$ cat src/source/writer_pkg.sv
/*
 * Stream writer package
 * Widths, AXI burst constants, payload types and FSM encodings
 * shared by every block of the stream-to-memory write master
 */

package writer_pkg;

  //////////////////////////////
  // Widths and burst constants
  //////////////////////////////
  localparam int unsigned ADDR_WIDTH      = 32;
  localparam int unsigned DATA_WIDTH      = 32;
  localparam int unsigned DW_BYTES        = DATA_WIDTH / 8;
  localparam int unsigned XFER_SIZE_WIDTH = 32;
  // 256 beats of 4 bytes, well inside the 4 KB AXI boundary
  localparam int unsigned BURST_BEATS     = 256;
  localparam int unsigned BURST_BYTES     = BURST_BEATS * DW_BYTES;
  localparam int unsigned MAX_OUTSTANDING = 32;
  localparam int unsigned FIFO_DEPTH      = 32;

  // Derived bit positions inside a byte size
  localparam int unsigned LOG_DW_BYTES    = $clog2(DW_BYTES);
  localparam int unsigned LOG_BURST_BEATS = $clog2(BURST_BEATS);
  localparam int unsigned TOTAL_LEN_WIDTH = XFER_SIZE_WIDTH - LOG_DW_BYTES;

  //////////////////////////////
  // Types
  //////////////////////////////
  typedef logic [ADDR_WIDTH-1:0]      addr_t;
  typedef logic [DATA_WIDTH-1:0]      data_t;
  typedef logic [DW_BYTES-1:0]        strb_t;
  typedef logic [XFER_SIZE_WIDTH-1:0] xfer_size_t;
  // Beats minus one, as carried on awlen
  typedef logic [LOG_BURST_BEATS-1:0] burst_len_t;
  // Bursts after the first one
  typedef logic [TOTAL_LEN_WIDTH-LOG_BURST_BEATS-1:0] txn_count_t;
  typedef logic [$clog2(MAX_OUTSTANDING+1)-1:0]       outstanding_t;

  typedef enum logic {cmd_idle, cmd_busy} cmd_state_t;
  typedef enum logic {aw_wait, aw_offer} aw_state_t;

endpackage

$ cat src/source/burst_plan_if.sv
/*
 * Burst plan interface
 * Decoded transfer parameters passed from command control
 * to the AW, W and B channel blocks
 */
`timescale 1ns/100ps

interface burst_plan_if;

  // One-cycle pulse, all fields below are stable by then
  logic                   start;
  // Number of bursts minus one
  writer_pkg::txn_count_t num_transactions;
  // Length of the last burst in awlen form
  writer_pkg::burst_len_t final_burst_len;
  // Byte enables of the very last beat
  writer_pkg::strb_t      final_strb;
  // Start address already aligned to a burst boundary
  writer_pkg::addr_t      addr_base;

  modport ctrl (output start, num_transactions, final_burst_len, final_strb, addr_base);
  modport chan (input start, num_transactions, final_burst_len, final_strb, addr_base);

endinterface

$ cat src/source/axi_stream_writer.sv
/*
 * AXI stream writer
 * Writes 32-bit words from an AXI4-Stream input to memory as
 * incrementing AXI4 bursts of up to 256 beats, started by a
 * command with address and byte size, with a done pulse at the end
 */
`timescale 1ns/100ps

module axi_stream_writer (
  input  logic                   aclk,
  input  logic                   areset,
  // Command
  input  logic                   ctrl_start,
  input  writer_pkg::addr_t      ctrl_addr_offset,
  input  writer_pkg::xfer_size_t ctrl_xfer_size_in_bytes,
  output logic                   ctrl_done,
  // AXI4 write master
  output logic                   awvalid,
  input  logic                   awready,
  output writer_pkg::addr_t      awaddr,
  output writer_pkg::burst_len_t awlen,
  output logic                   wvalid,
  input  logic                   wready,
  output writer_pkg::data_t      wdata,
  output writer_pkg::strb_t      wstrb,
  output logic                   wlast,
  input  logic                   bvalid,
  output logic                   bready,
  // AXI4-Stream slave
  input  logic                   s_axis_tvalid,
  output logic                   s_axis_tready,
  input  writer_pkg::data_t      s_axis_tdata
);

  writer_pkg::data_t fifo_data;
  logic              fifo_valid;
  logic              fifo_ready;
  logic              first_beat_seen;
  logic              aw_done;
  logic              aw_stall;
  logic              last_resp;

  burst_plan_if plan ();

  write_cmd_ctrl write_cmd_ctrl_inst (
    .aclk, .areset, .ctrl_start, .ctrl_addr_offset, .ctrl_xfer_size_in_bytes,
    .last_resp, .ctrl_done,
    .plan (plan.ctrl)
  );

  // Stream words wait here until the W channel runs
  stream_fifo stream_fifo_inst (
    .aclk, .areset,
    .wr_valid (s_axis_tvalid),
    .wr_ready (s_axis_tready),
    .wr_data  (s_axis_tdata),
    .rd_valid (fifo_valid),
    .rd_ready (fifo_ready),
    .rd_data  (fifo_data)
  );

  write_data_channel write_data_channel_inst (
    .aclk, .areset,
    .plan (plan.chan),
    .fifo_valid, .fifo_ready, .fifo_data,
    .wvalid, .wready, .wdata, .wstrb, .wlast,
    .first_beat_seen
  );

  write_addr_channel write_addr_channel_inst (
    .aclk, .areset,
    .plan (plan.chan),
    .first_beat_seen, .aw_stall,
    .awvalid, .awready, .awaddr, .awlen,
    .aw_done
  );

  write_resp_channel write_resp_channel_inst (
    .aclk, .areset,
    .plan (plan.chan),
    .bvalid, .bready,
    .aw_done, .aw_stall, .last_resp
  );

endmodule

$ cat src/source/beat_counter.sv
/*
 * Beat counter
 * Loadable up/down counter with a zero flag, used for the beat,
 * burst, pending-address and outstanding-response counts
 */
`timescale 1ns/100ps

module beat_counter #(
  parameter int unsigned     WIDTH = 8,
  parameter logic [WIDTH-1:0] INIT = '0
) (
  input  logic             aclk,
  input  logic             areset,
  input  logic             load,
  input  logic             incr,
  input  logic             decr,
  input  logic [WIDTH-1:0] load_value,
  output logic [WIDTH-1:0] count,
  output logic             is_zero
);

  // Load wins over counting
  // Simultaneous incr and decr cancel out
  always_ff @(posedge aclk) begin
    if (areset) begin
      count <= INIT;
    end else if (load) begin
      count <= load_value;
    end else if (incr && !decr) begin
      count <= count + 1'b1;
    end else if (decr && !incr) begin
      count <= count - 1'b1;
    end
  end

  // Flag follows the present count, no extra register stage
  assign is_zero = (count == '0);

endmodule

$ cat src/source/stream_fifo.sv
/*
 * Stream FIFO
 * First-word-fall-through register FIFO between the stream input
 * and the W channel
 */
`timescale 1ns/100ps

module stream_fifo (
  input  logic              aclk,
  input  logic              areset,
  input  logic              wr_valid,
  output logic              wr_ready,
  input  writer_pkg::data_t wr_data,
  output logic              rd_valid,
  input  logic              rd_ready,
  output writer_pkg::data_t rd_data
);

  writer_pkg::data_t                             mem [writer_pkg::FIFO_DEPTH];
  logic [$clog2(writer_pkg::FIFO_DEPTH)-1:0]     wr_ptr;
  logic [$clog2(writer_pkg::FIFO_DEPTH)-1:0]     rd_ptr;
  logic [$clog2(writer_pkg::FIFO_DEPTH + 1)-1:0] count;
  logic                                          wr_fire;
  logic                                          rd_fire;

  assign wr_ready = (count != writer_pkg::FIFO_DEPTH);
  assign rd_valid = (count != '0);
  // Head word is presented without a read request
  assign rd_data  = mem[rd_ptr];
  assign wr_fire  = wr_valid && wr_ready;
  assign rd_fire  = rd_valid && rd_ready;

  // Storage
  always_ff @(posedge aclk) begin
    if (wr_fire) begin
      mem[wr_ptr] <= wr_data;
    end
  end

  // Pointers wrap on their own at the power-of-two depth
  always_ff @(posedge aclk) begin
    if (areset) begin
      wr_ptr <= '0;
      rd_ptr <= '0;
      count  <= '0;
    end else begin
      if (wr_fire) begin
        wr_ptr <= wr_ptr + 1'b1;
      end
      if (rd_fire) begin
        rd_ptr <= rd_ptr + 1'b1;
      end
      case ({wr_fire, rd_fire})
        2'b10:   count <= count + 1'b1;
        2'b01:   count <= count - 1'b1;
        default: count <= count;
      endcase
    end
  end

  // Occupancy stays between empty and the full depth
  // A write while full or a read while empty pushes it out of range
  assert property (@(posedge aclk) disable iff (areset)
    count <= writer_pkg::FIFO_DEPTH)
    else $error("stream FIFO occupancy out of range");

  // Pointer distance matches the occupancy
  assert property (@(posedge aclk) disable iff (areset)
    count[$clog2(writer_pkg::FIFO_DEPTH)-1:0] == wr_ptr - rd_ptr)
    else $error("stream FIFO pointers disagree with the occupancy");

endmodule

$ cat src/source/write_addr_channel.sv
/*
 * AW channel
 * Issues one incrementing burst address per burst whose first
 * W beat has been seen, held back while too many bursts are
 * waiting for a response
 */
`timescale 1ns/100ps

module write_addr_channel (
  input  logic                   aclk,
  input  logic                   areset,
  burst_plan_if.chan             plan,
  input  logic                   first_beat_seen,
  input  logic                   aw_stall,
  output logic                   awvalid,
  input  logic                   awready,
  output writer_pkg::addr_t      awaddr,
  output writer_pkg::burst_len_t awlen,
  output logic                   aw_done
);

  writer_pkg::aw_state_t state;
  logic                  none_pending;
  logic                  final_burst;

  assign awvalid = (state == writer_pkg::aw_offer);
  assign aw_done = awvalid && awready;
  assign awlen   = final_burst ? plan.final_burst_len :
                                 writer_pkg::burst_len_t'(writer_pkg::BURST_BEATS - 1);

  // First beats on W not yet matched by an address
  beat_counter #(
    .WIDTH ($bits(writer_pkg::txn_count_t)),
    .INIT  ('0)
  ) pending_inst (
    .aclk       (aclk),
    .areset     (areset),
    .load       (1'b0),
    .incr       (first_beat_seen),
    .decr       (aw_done),
    .load_value ('0),
    .count      (),
    .is_zero    (none_pending)
  );

  // Addresses still to issue in this transfer
  beat_counter #(
    .WIDTH ($bits(writer_pkg::txn_count_t)),
    .INIT  ('0)
  ) bursts_left_inst (
    .aclk       (aclk),
    .areset     (areset),
    .load       (plan.start),
    .incr       (1'b0),
    .decr       (aw_done),
    .load_value (plan.num_transactions),
    .count      (),
    .is_zero    (final_burst)
  );

  //////////////////////////////
  // Offer FSM
  //////////////////////////////
  always_ff @(posedge aclk) begin
    if (areset) begin
      state <= writer_pkg::aw_wait;
    end else begin
      case (state)
        writer_pkg::aw_wait: begin
          if (!none_pending && !aw_stall) begin
            state <= writer_pkg::aw_offer;
          end
        end
        writer_pkg::aw_offer: begin
          // Held until the slave takes it
          if (awready) begin
            state <= writer_pkg::aw_wait;
          end
        end
        default: state <= writer_pkg::aw_wait;
      endcase
    end
  end

  // Next burst sits one burst size further on
  always_ff @(posedge aclk) begin
    if (plan.start) begin
      awaddr <= plan.addr_base;
    end else if (aw_done) begin
      awaddr <= awaddr + writer_pkg::BURST_BYTES;
    end
  end

  // AW payload must not change under back-pressure
  assert property (@(posedge aclk) disable iff (areset)
    awvalid && !awready |=> awvalid && $stable(awaddr))
    else $error("AW request dropped or changed before awready");

endmodule

$ cat src/source/write_cmd_ctrl.sv
/*
 * Write command control
 * Captures a start address and byte size, rounds the size to beats,
 * splits it into full bursts plus a final burst, builds the last-beat
 * strobe and pulses done after the final write response
 */
`timescale 1ns/100ps

module write_cmd_ctrl (
  input  logic                   aclk,
  input  logic                   areset,
  input  logic                   ctrl_start,
  input  writer_pkg::addr_t      ctrl_addr_offset,
  input  writer_pkg::xfer_size_t ctrl_xfer_size_in_bytes,
  input  logic                   last_resp,
  output logic                   ctrl_done,
  burst_plan_if.ctrl             plan
);

  writer_pkg::cmd_state_t                 state;
  logic                                   accept;
  logic                                   start_d1;
  logic [writer_pkg::LOG_DW_BYTES-1:0]    byte_rem;
  // Total beats minus one
  logic [writer_pkg::TOTAL_LEN_WIDTH-1:0] total_len;

  // Commands are only taken while idle
  assign accept   = ctrl_start && (state == writer_pkg::cmd_idle);
  assign byte_rem = ctrl_xfer_size_in_bytes[writer_pkg::LOG_DW_BYTES-1:0];

  //////////////////////////////
  // Busy tracking and done
  //////////////////////////////
  always_ff @(posedge aclk) begin
    if (areset) begin
      state     <= writer_pkg::cmd_idle;
      start_d1  <= 1'b0;
      plan.start <= 1'b0;
      ctrl_done <= 1'b0;
    end else begin
      if (accept) begin
        state <= writer_pkg::cmd_busy;
      end else if (last_resp) begin
        state <= writer_pkg::cmd_idle;
      end
      // Start reaches the channels two cycles after the command
      start_d1   <= accept;
      plan.start <= start_d1;
      ctrl_done  <= last_resp;
    end
  end

  //////////////////////////////
  // Command capture
  //////////////////////////////
  always_ff @(posedge aclk) begin
    if (accept) begin
      // Round up to whole beats in length-minus-one form
      if (byte_rem != '0) begin
        total_len <= ctrl_xfer_size_in_bytes[writer_pkg::LOG_DW_BYTES +:
                                             writer_pkg::TOTAL_LEN_WIDTH];
      end else begin
        total_len <= ctrl_xfer_size_in_bytes[writer_pkg::LOG_DW_BYTES +:
                                             writer_pkg::TOTAL_LEN_WIDTH] - 1'b1;
      end
      // Force the start onto a burst boundary
      plan.addr_base <= ctrl_addr_offset &
                        ~writer_pkg::addr_t'(writer_pkg::BURST_BYTES - 1);
      // Byte i valid below the remainder, whole word when it divides evenly
      for (int i = 0; i < writer_pkg::DW_BYTES; i++) begin
        plan.final_strb[i] <= (byte_rem == '0) || (i < byte_rem);
      end
    end
  end

  // Upper bits count bursts, lower bits give the final burst length
  assign plan.num_transactions = total_len[writer_pkg::LOG_BURST_BEATS +:
                                           $bits(writer_pkg::txn_count_t)];
  assign plan.final_burst_len  = total_len[writer_pkg::LOG_BURST_BEATS-1:0];

  // A second command must wait for done of the first
  assert property (@(posedge aclk) disable iff (areset)
    (state == writer_pkg::cmd_busy) |-> !ctrl_start)
    else $error("ctrl_start raised while a transfer is in progress");

endmodule

$ cat src/source/write_data_channel.sv
/*
 * W channel
 * Moves FIFO words onto W while a transfer runs, counts beats
 * and bursts for wlast, applies the final strobe and flags the
 * first beat of every burst to the address channel
 */
`timescale 1ns/100ps

module write_data_channel (
  input  logic              aclk,
  input  logic              areset,
  burst_plan_if.chan        plan,
  input  logic              fifo_valid,
  output logic              fifo_ready,
  input  writer_pkg::data_t fifo_data,
  output logic              wvalid,
  input  logic              wready,
  output writer_pkg::data_t wdata,
  output writer_pkg::strb_t wstrb,
  output logic              wlast,
  output logic              first_beat_seen
);

  writer_pkg::txn_count_t bursts_left;
  writer_pkg::burst_len_t beats_load_value;
  logic                   running;
  logic                   wfire;
  logic                   final_burst;
  logic                   almost_final;
  logic                   single_burst;
  logic                   load_beats;
  logic                   wfirst;
  logic                   first_marked;
  logic                   first_pending;

  //////////////////////////////
  // Beat flow
  //////////////////////////////
  // Nothing leaves the FIFO before the plan is known
  assign wvalid     = fifo_valid && running;
  assign fifo_ready = wready && running;
  assign wdata      = fifo_data;
  assign wfire      = wvalid && wready;
  assign wstrb      = (wlast && final_burst) ? plan.final_strb : '1;

  always_ff @(posedge aclk) begin
    if (areset) begin
      running <= 1'b0;
    end else if (plan.start) begin
      running <= 1'b1;
    end else if (wfire && wlast && final_burst) begin
      running <= 1'b0;
    end
  end

  //////////////////////////////
  // Beat and burst counting
  //////////////////////////////
  assign single_burst = (plan.num_transactions == '0);
  assign almost_final = (bursts_left == writer_pkg::txn_count_t'(1));
  // Full bursts wrap from 0 to 255 alone, the short one is loaded
  assign load_beats       = plan.start || (wfire && wlast && almost_final);
  assign beats_load_value = (plan.start && !single_burst) ?
                            writer_pkg::burst_len_t'(writer_pkg::BURST_BEATS - 1) :
                            plan.final_burst_len;

  beat_counter #(
    .WIDTH ($bits(writer_pkg::burst_len_t)),
    .INIT  (writer_pkg::burst_len_t'(writer_pkg::BURST_BEATS - 1))
  ) beats_left_inst (
    .aclk       (aclk),
    .areset     (areset),
    .load       (load_beats),
    .incr       (1'b0),
    .decr       (wfire),
    .load_value (beats_load_value),
    .count      (),
    .is_zero    (wlast)
  );

  beat_counter #(
    .WIDTH ($bits(writer_pkg::txn_count_t)),
    .INIT  ('0)
  ) bursts_left_inst (
    .aclk       (aclk),
    .areset     (areset),
    .load       (plan.start),
    .incr       (1'b0),
    .decr       (wfire && wlast),
    .load_value (plan.num_transactions),
    .count      (bursts_left),
    .is_zero    (final_burst)
  );

  //////////////////////////////
  // First beat detection
  //////////////////////////////
  // Marked once seen so a stalled first beat gives one pulse
  assign first_pending = wvalid && wfirst && !first_marked;

  always_ff @(posedge aclk) begin
    if (areset) begin
      wfirst          <= 1'b1;
      first_marked    <= 1'b0;
      first_beat_seen <= 1'b0;
    end else begin
      if (wfire) begin
        wfirst <= wlast;
      end
      if (wfire) begin
        first_marked <= 1'b0;
      end else if (first_pending) begin
        first_marked <= 1'b1;
      end
      first_beat_seen <= first_pending;
    end
  end

endmodule

$ cat src/source/write_resp_channel.sv
/*
 * B channel
 * Accepts write responses, tracks the outstanding-burst vacancy
 * that stalls the AW channel and flags the final response
 */
`timescale 1ns/100ps

module write_resp_channel (
  input  logic       aclk,
  input  logic       areset,
  burst_plan_if.chan plan,
  input  logic       bvalid,
  output logic       bready,
  input  logic       aw_done,
  output logic       aw_stall,
  output logic       last_resp
);

  writer_pkg::outstanding_t vacancy;
  logic                     bfire;
  logic                     final_resp;

  // Responses are always taken, the code is not checked
  assign bready    = 1'b1;
  assign bfire     = bvalid && bready;
  assign last_resp = bfire && final_resp;

  // Free slots for bursts awaiting a response
  beat_counter #(
    .WIDTH ($bits(writer_pkg::outstanding_t)),
    .INIT  (writer_pkg::outstanding_t'(writer_pkg::MAX_OUTSTANDING))
  ) vacancy_inst (
    .aclk       (aclk),
    .areset     (areset),
    .load       (1'b0),
    .incr       (bfire),
    .decr       (aw_done),
    .load_value ('0),
    .count      (vacancy),
    .is_zero    (aw_stall)
  );

  // Responses still expected in this transfer
  beat_counter #(
    .WIDTH ($bits(writer_pkg::txn_count_t)),
    .INIT  ('0)
  ) resp_left_inst (
    .aclk       (aclk),
    .areset     (areset),
    .load       (plan.start),
    .incr       (1'b0),
    .decr       (bfire),
    .load_value (plan.num_transactions),
    .count      (),
    .is_zero    (final_resp)
  );

  // Every response needs an earlier AW handshake
  assert property (@(posedge aclk) disable iff (areset)
    vacancy <= writer_pkg::MAX_OUTSTANDING)
    else $error("write response without an outstanding burst");

endmodule

$ cat config.mk
export PLATFORM = sky130hd
export DESIGN_NAME = axi_stream_writer
export DESIGN_NICKNAME = d
export VERILOG_FILES = /design/src/source/writer_pkg.sv /design/src/source/burst_plan_if.sv /design/src/source/axi_stream_writer.sv /design/src/source/beat_counter.sv /design/src/source/stream_fifo.sv /design/src/source/write_addr_channel.sv /design/src/source/write_cmd_ctrl.sv /design/src/source/write_data_channel.sv /design/src/source/write_resp_channel.sv
export SDC_FILE = /design/constraint.sdc
export NUM_CORES = 1
export LEC_CHECK = 0
export ABC_AREA = 1
export BUFFER_PORTS_ARGS = -buffer_cell sky130_fd_sc_hd__buf_2
export CAP_MARGIN = 15
export CORE_AREA = 3 3 279 555
export DETAILED_ROUTE_END_ITERATION = 7
export DIE_AREA = 0 0 282 558
export GPL_TIMING_DRIVEN = 0
export PLACE_DENSITY = 0.49
export SYNTH_ARGS = -nofsm -noshare
export SYNTH_HDL_FRONTEND = slang
export SYNTH_SLANG_ARGS = --single-unit
$ cat constraint.sdc
create_clock -name aclk -period 3.8 [get_ports aclk]
set_input_delay 0.38 -clock aclk [delete_from_list [all_inputs] [get_ports aclk]]
set_output_delay 0.38 -clock aclk [all_outputs]
set_load 0.005 [all_outputs]
==> flow_summary_export.csv <==
group,metric,value,unit
yosys,synth_top_cell_by_area,"edfxtp_1",
yosys,netlist_area,52600,sq um
die,io_pins,185,
grt,antenna_found_initial,5,
setup_path,cp_num_buf_inv,5,
yosys,yosysMostFrequentCell,"edfxtp_1",
setup_path,timing.rr.start,"stream_fifo_inst.count[0]",
die,die_width,282,um
grt,grt_pass1_wl,301,mm
clock_tree,clock-root-buffer,"clkbuf_16",
setup_path,worstPathArrival,3450,ps
die,core,151000,sq um
timing,finalClockSkew,61.0,ps
timing,setup_viol,2,
routing,vias_per_cell,5.62,
cells_and_area,nFillCells,14600,
yosys,synth_ff_type,"edfxtp_1",
die,fp-row-count,202,
yosys,yosysWarnings,0,
power,clockPowerShare,37.9,%
yosys,ys_ff_latch,1233,
power,peakVddDrop,355,uV
timing,tightest_slew,1150,ps
power,seqPwrFrac,50.4,%
cells_and_area,final_util,40.9,%
worst_hold_path,hold_path_class,"in -> reg",
die,die_y,558,um
power,power.internal,22.2,mW
routing,drtIter0Drc,3712,
die,die_area,157000,sq um
routing,drc,0,
clock_tree,clock_sinks,1233,
run,drv_cap,0,
placed_design,gp_congestion,0.996,
timing,tns,-33.3,ps
setup_path,slowest_stage,"buf_2",
cells_and_area,final_nets,5203,
cells_and_area,fin_cells,7088,
timing,post-route-period-util,101,%
clock_tree,clk_path_buf_depth,3,
setup_path,rr_worst_depth,8,
placed_design,placed_cells,6832,
power,p_comb_share,11.7,%
clock_tree,post_cts_buffers,0,
timing,hold_ws,42.9,ps
power,net-switching-power,8.02,mW
yosys,synth_top_area_share,62.9,%
routing,vias,39800,
setup_path,critical_path_cell_count,11,
grt,track_usage,27.6,%
clock_tree,clock_tree.htree_level_count,3,
timing,timing.fmax,261,MHz
clock_tree,clk_latency,750,ps
grt,grt_pass1_vias,39700,
timing,slew_violations,0,
cells_and_area,final_area,61900,sq um
yosys,synthTopCellsByArea,"edfxtp_1, o21ai_0, nor2_1",
timing,slew_headroom,23.5,%
setup_path,startpoint_type,"flop",
power,p_leak,22.0,nW
grt,overflow,0,
placed_design,hpwl,158,mm
setup_path,slowest_delay,390,ps
worst_hold_path,min_path_cells,3,
routing,drt_pass1_iterations,5,
yosys,synthDistinctLibCells,57,
yosys,synth_common_cells,"edfxtp_1, nor2_1, o21ai_0",
yosys,ys_async_sr_fraction,0,%
clock_tree,cts_buffers,111,
setup_path,critPathRequiredTime,3420,ps
timing,rsz0062_at_grt,"false",
cells_and_area,drive_gt1_share,13.9,%
worst_hold_path,hold_path.startpoint,"ctrl_xfer_size_in_bytes[29]",
yosys,avgSynthCellArea,11.3,sq um
timing,min_period,3830,ps
setup_path,critPathTopFamily,"buffers and inverters",
timing,hold_viol,0,
routing,drt_wl_total,220,mm
yosys,seq_area_frac_synth,67.9,%
yosys,synth-edff-count,1101,
power,switching_share,26.5,%
setup_path,crit_type,"reg -> out",
routing,routedWlPerCell,31.0,um
clock_tree,path_clk_slew,70,ps
die,initial_core_util,34.7,%
status,outcome,"complete, but fails checks",
clock_tree,cts_tree,"built",
grt,grt_max_degree,35,
status,violations,"negative setup slack",
placed_design,io_buffers,162,
power,p_per_area,489,nW/um^2
setup_path,crit_path_cell_trace,"buf_4 -> inv_4 -> buf_4 -> buf_2 -> nor2_1 -> o221ai_1 -> nand3_1 -> o21ai_1 -> nand2_1 -> nand2_1 -> buf_2",
routing,ant_nets,0,
placed_design,dpl_cell_area,57100,sq um
yosys,syn_inst,4668,
cells_and_area,area_growth,17.7,%
timing,setup_ws,-28.6,ps
setup_path,cp_max_fo,10,
setup_path,setup.worst_path.end_class,"output port",
final cells by class:
type                            count  area, sq um  area share, %
Antenna cell                        5         12.5         0.0202
Buffer                            270         1440           2.33
Clock buffer                      138         2910           4.70
Clock inverter                     66          671           1.08
Inverter                          269         1020           1.64
Multi-Input combinational cell   2906        15400           24.8
Sequential cell                  1233        35700           57.7
Tap cell                         1938         2420           3.92
Timing Repair Buffer              263         2340           3.79
per-stage QoR:
step	power [mW]	setup slack, ps
finish	30.2	-28.6
global route	31.2	1.30
CTS	30.4	-2.25
detailed placement	18.9	91.5
global placement	18.9	-4830
floorplan	17.4	333
path summary, 6_finish.rpt:
kind | end | slack [ps]
worst min-delay path | write_cmd_ctrl_inst.total_len[27] | 40
worst max-delay path | wdata[0] | -30
worst max register to register | stream_fifo_inst.mem[17][13] | 360
worst min register to register | write_cmd_ctrl_inst.plan.start | 410
cell usage in the layout, fill, tap and decap left out, drive strengths merged, types with 71 or more instances in the layout:
| cell type | synthesis | final |
|---|---|---|
| clkbuf | 157 | 300 |
| o21ai | 688 | 688 |
| a21oi | 111 | 111 |
| o221ai | 178 | 178 |
| nor2 | 799 | 799 |
| dfxtp | 132 | 132 |
| o22ai | 71 | 71 |
| inv | 267 | 270 |
| edfxtp | 1101 | 1101 |
| nand2 | 545 | 545 |
| buf | 113 | 321 |
| nand3 | 217 | 217 |
timing repair:
item | in CTS | in global routing
hold buffers | 47 | 0
pin swaps | 3 | 1
gates resized for setup | 168 | 52
endpoints found under the hold margin | 47 | 0
setup endpoints to repair | 32 | 27
sequential cells by signal, summed over array words and instances, names as in the netlist, 5 cells and up, named ones only:
name,flops
stream_fifo_inst.mem,1024
write_cmd_ctrl_inst.total_len,30
write_addr_channel_inst.awaddr,22
write_addr_channel_inst.bursts_left_inst.count,22
write_addr_channel_inst.pending_inst.count,22
write_cmd_ctrl_inst.plan.addr_base,22
write_data_channel_inst.bursts_left_inst.count,22
write_resp_channel_inst.resp_left_inst.count,22
write_data_channel_inst.beats_left_inst.count,8
stream_fifo_inst.count,6
write_resp_channel_inst.vacancy_inst.count,6
stream_fifo_inst.rd_ptr,5
stream_fifo_inst.wr_ptr,5
routing by layer:
| layer | global-route usage [%] | up-vias | part of all wire (%) |
|---|---|---|---|
| met5 | 0 | - | 0 |
| met4 | 25.4 | 0 | 11 |
| met3 | 3.69 | 668 | 5.8 |
| met2 | 49.9 | 1866 | 51 |
| met1 | 26.8 | 19800 | 32 |
| li1 | - | 17500 | - |
logic make-up after synthesis:
| kind of cell | Yosys count | share of synthesized area (%) |
|---|---|---|
| simple gates | 1653 | 13.0 |
| flops | 1233 | 67.9 |
| compound gates | 1108 | 12.2 |
| buf+inv | 539 | 4.28 |
| xor+xnor | 87 | 1.45 |
| fa+ha+maj | 46 | 1.12 |
| other cells | 2 | 0.0143 |
worst reg2reg max path, cell delays in order (launching register included):
cell and delay (ps):
dfxtp_1 440, nor2_2 100, nand3_1 230, nand2_1 250, buf_2 270, inv_1 130
nand2_1 450, nor2_4 910, buf_12 300
power groups by stage:
stage / Sequential (mW) / Clock, mW / Combinational [mW]
detailed placement: 15.5 / 0 / 3.41
global placement: 15.5 / 0 / 3.35
floorplan: 15.5 / 0 / 1.93
global route: 15.3 / 12.1 / 3.83
finish: 15.2 / 11.5 / 3.52
CTS: 15.2 / 11.6 / 3.50
No activity file was read; power rests on OpenSTA's default activity.
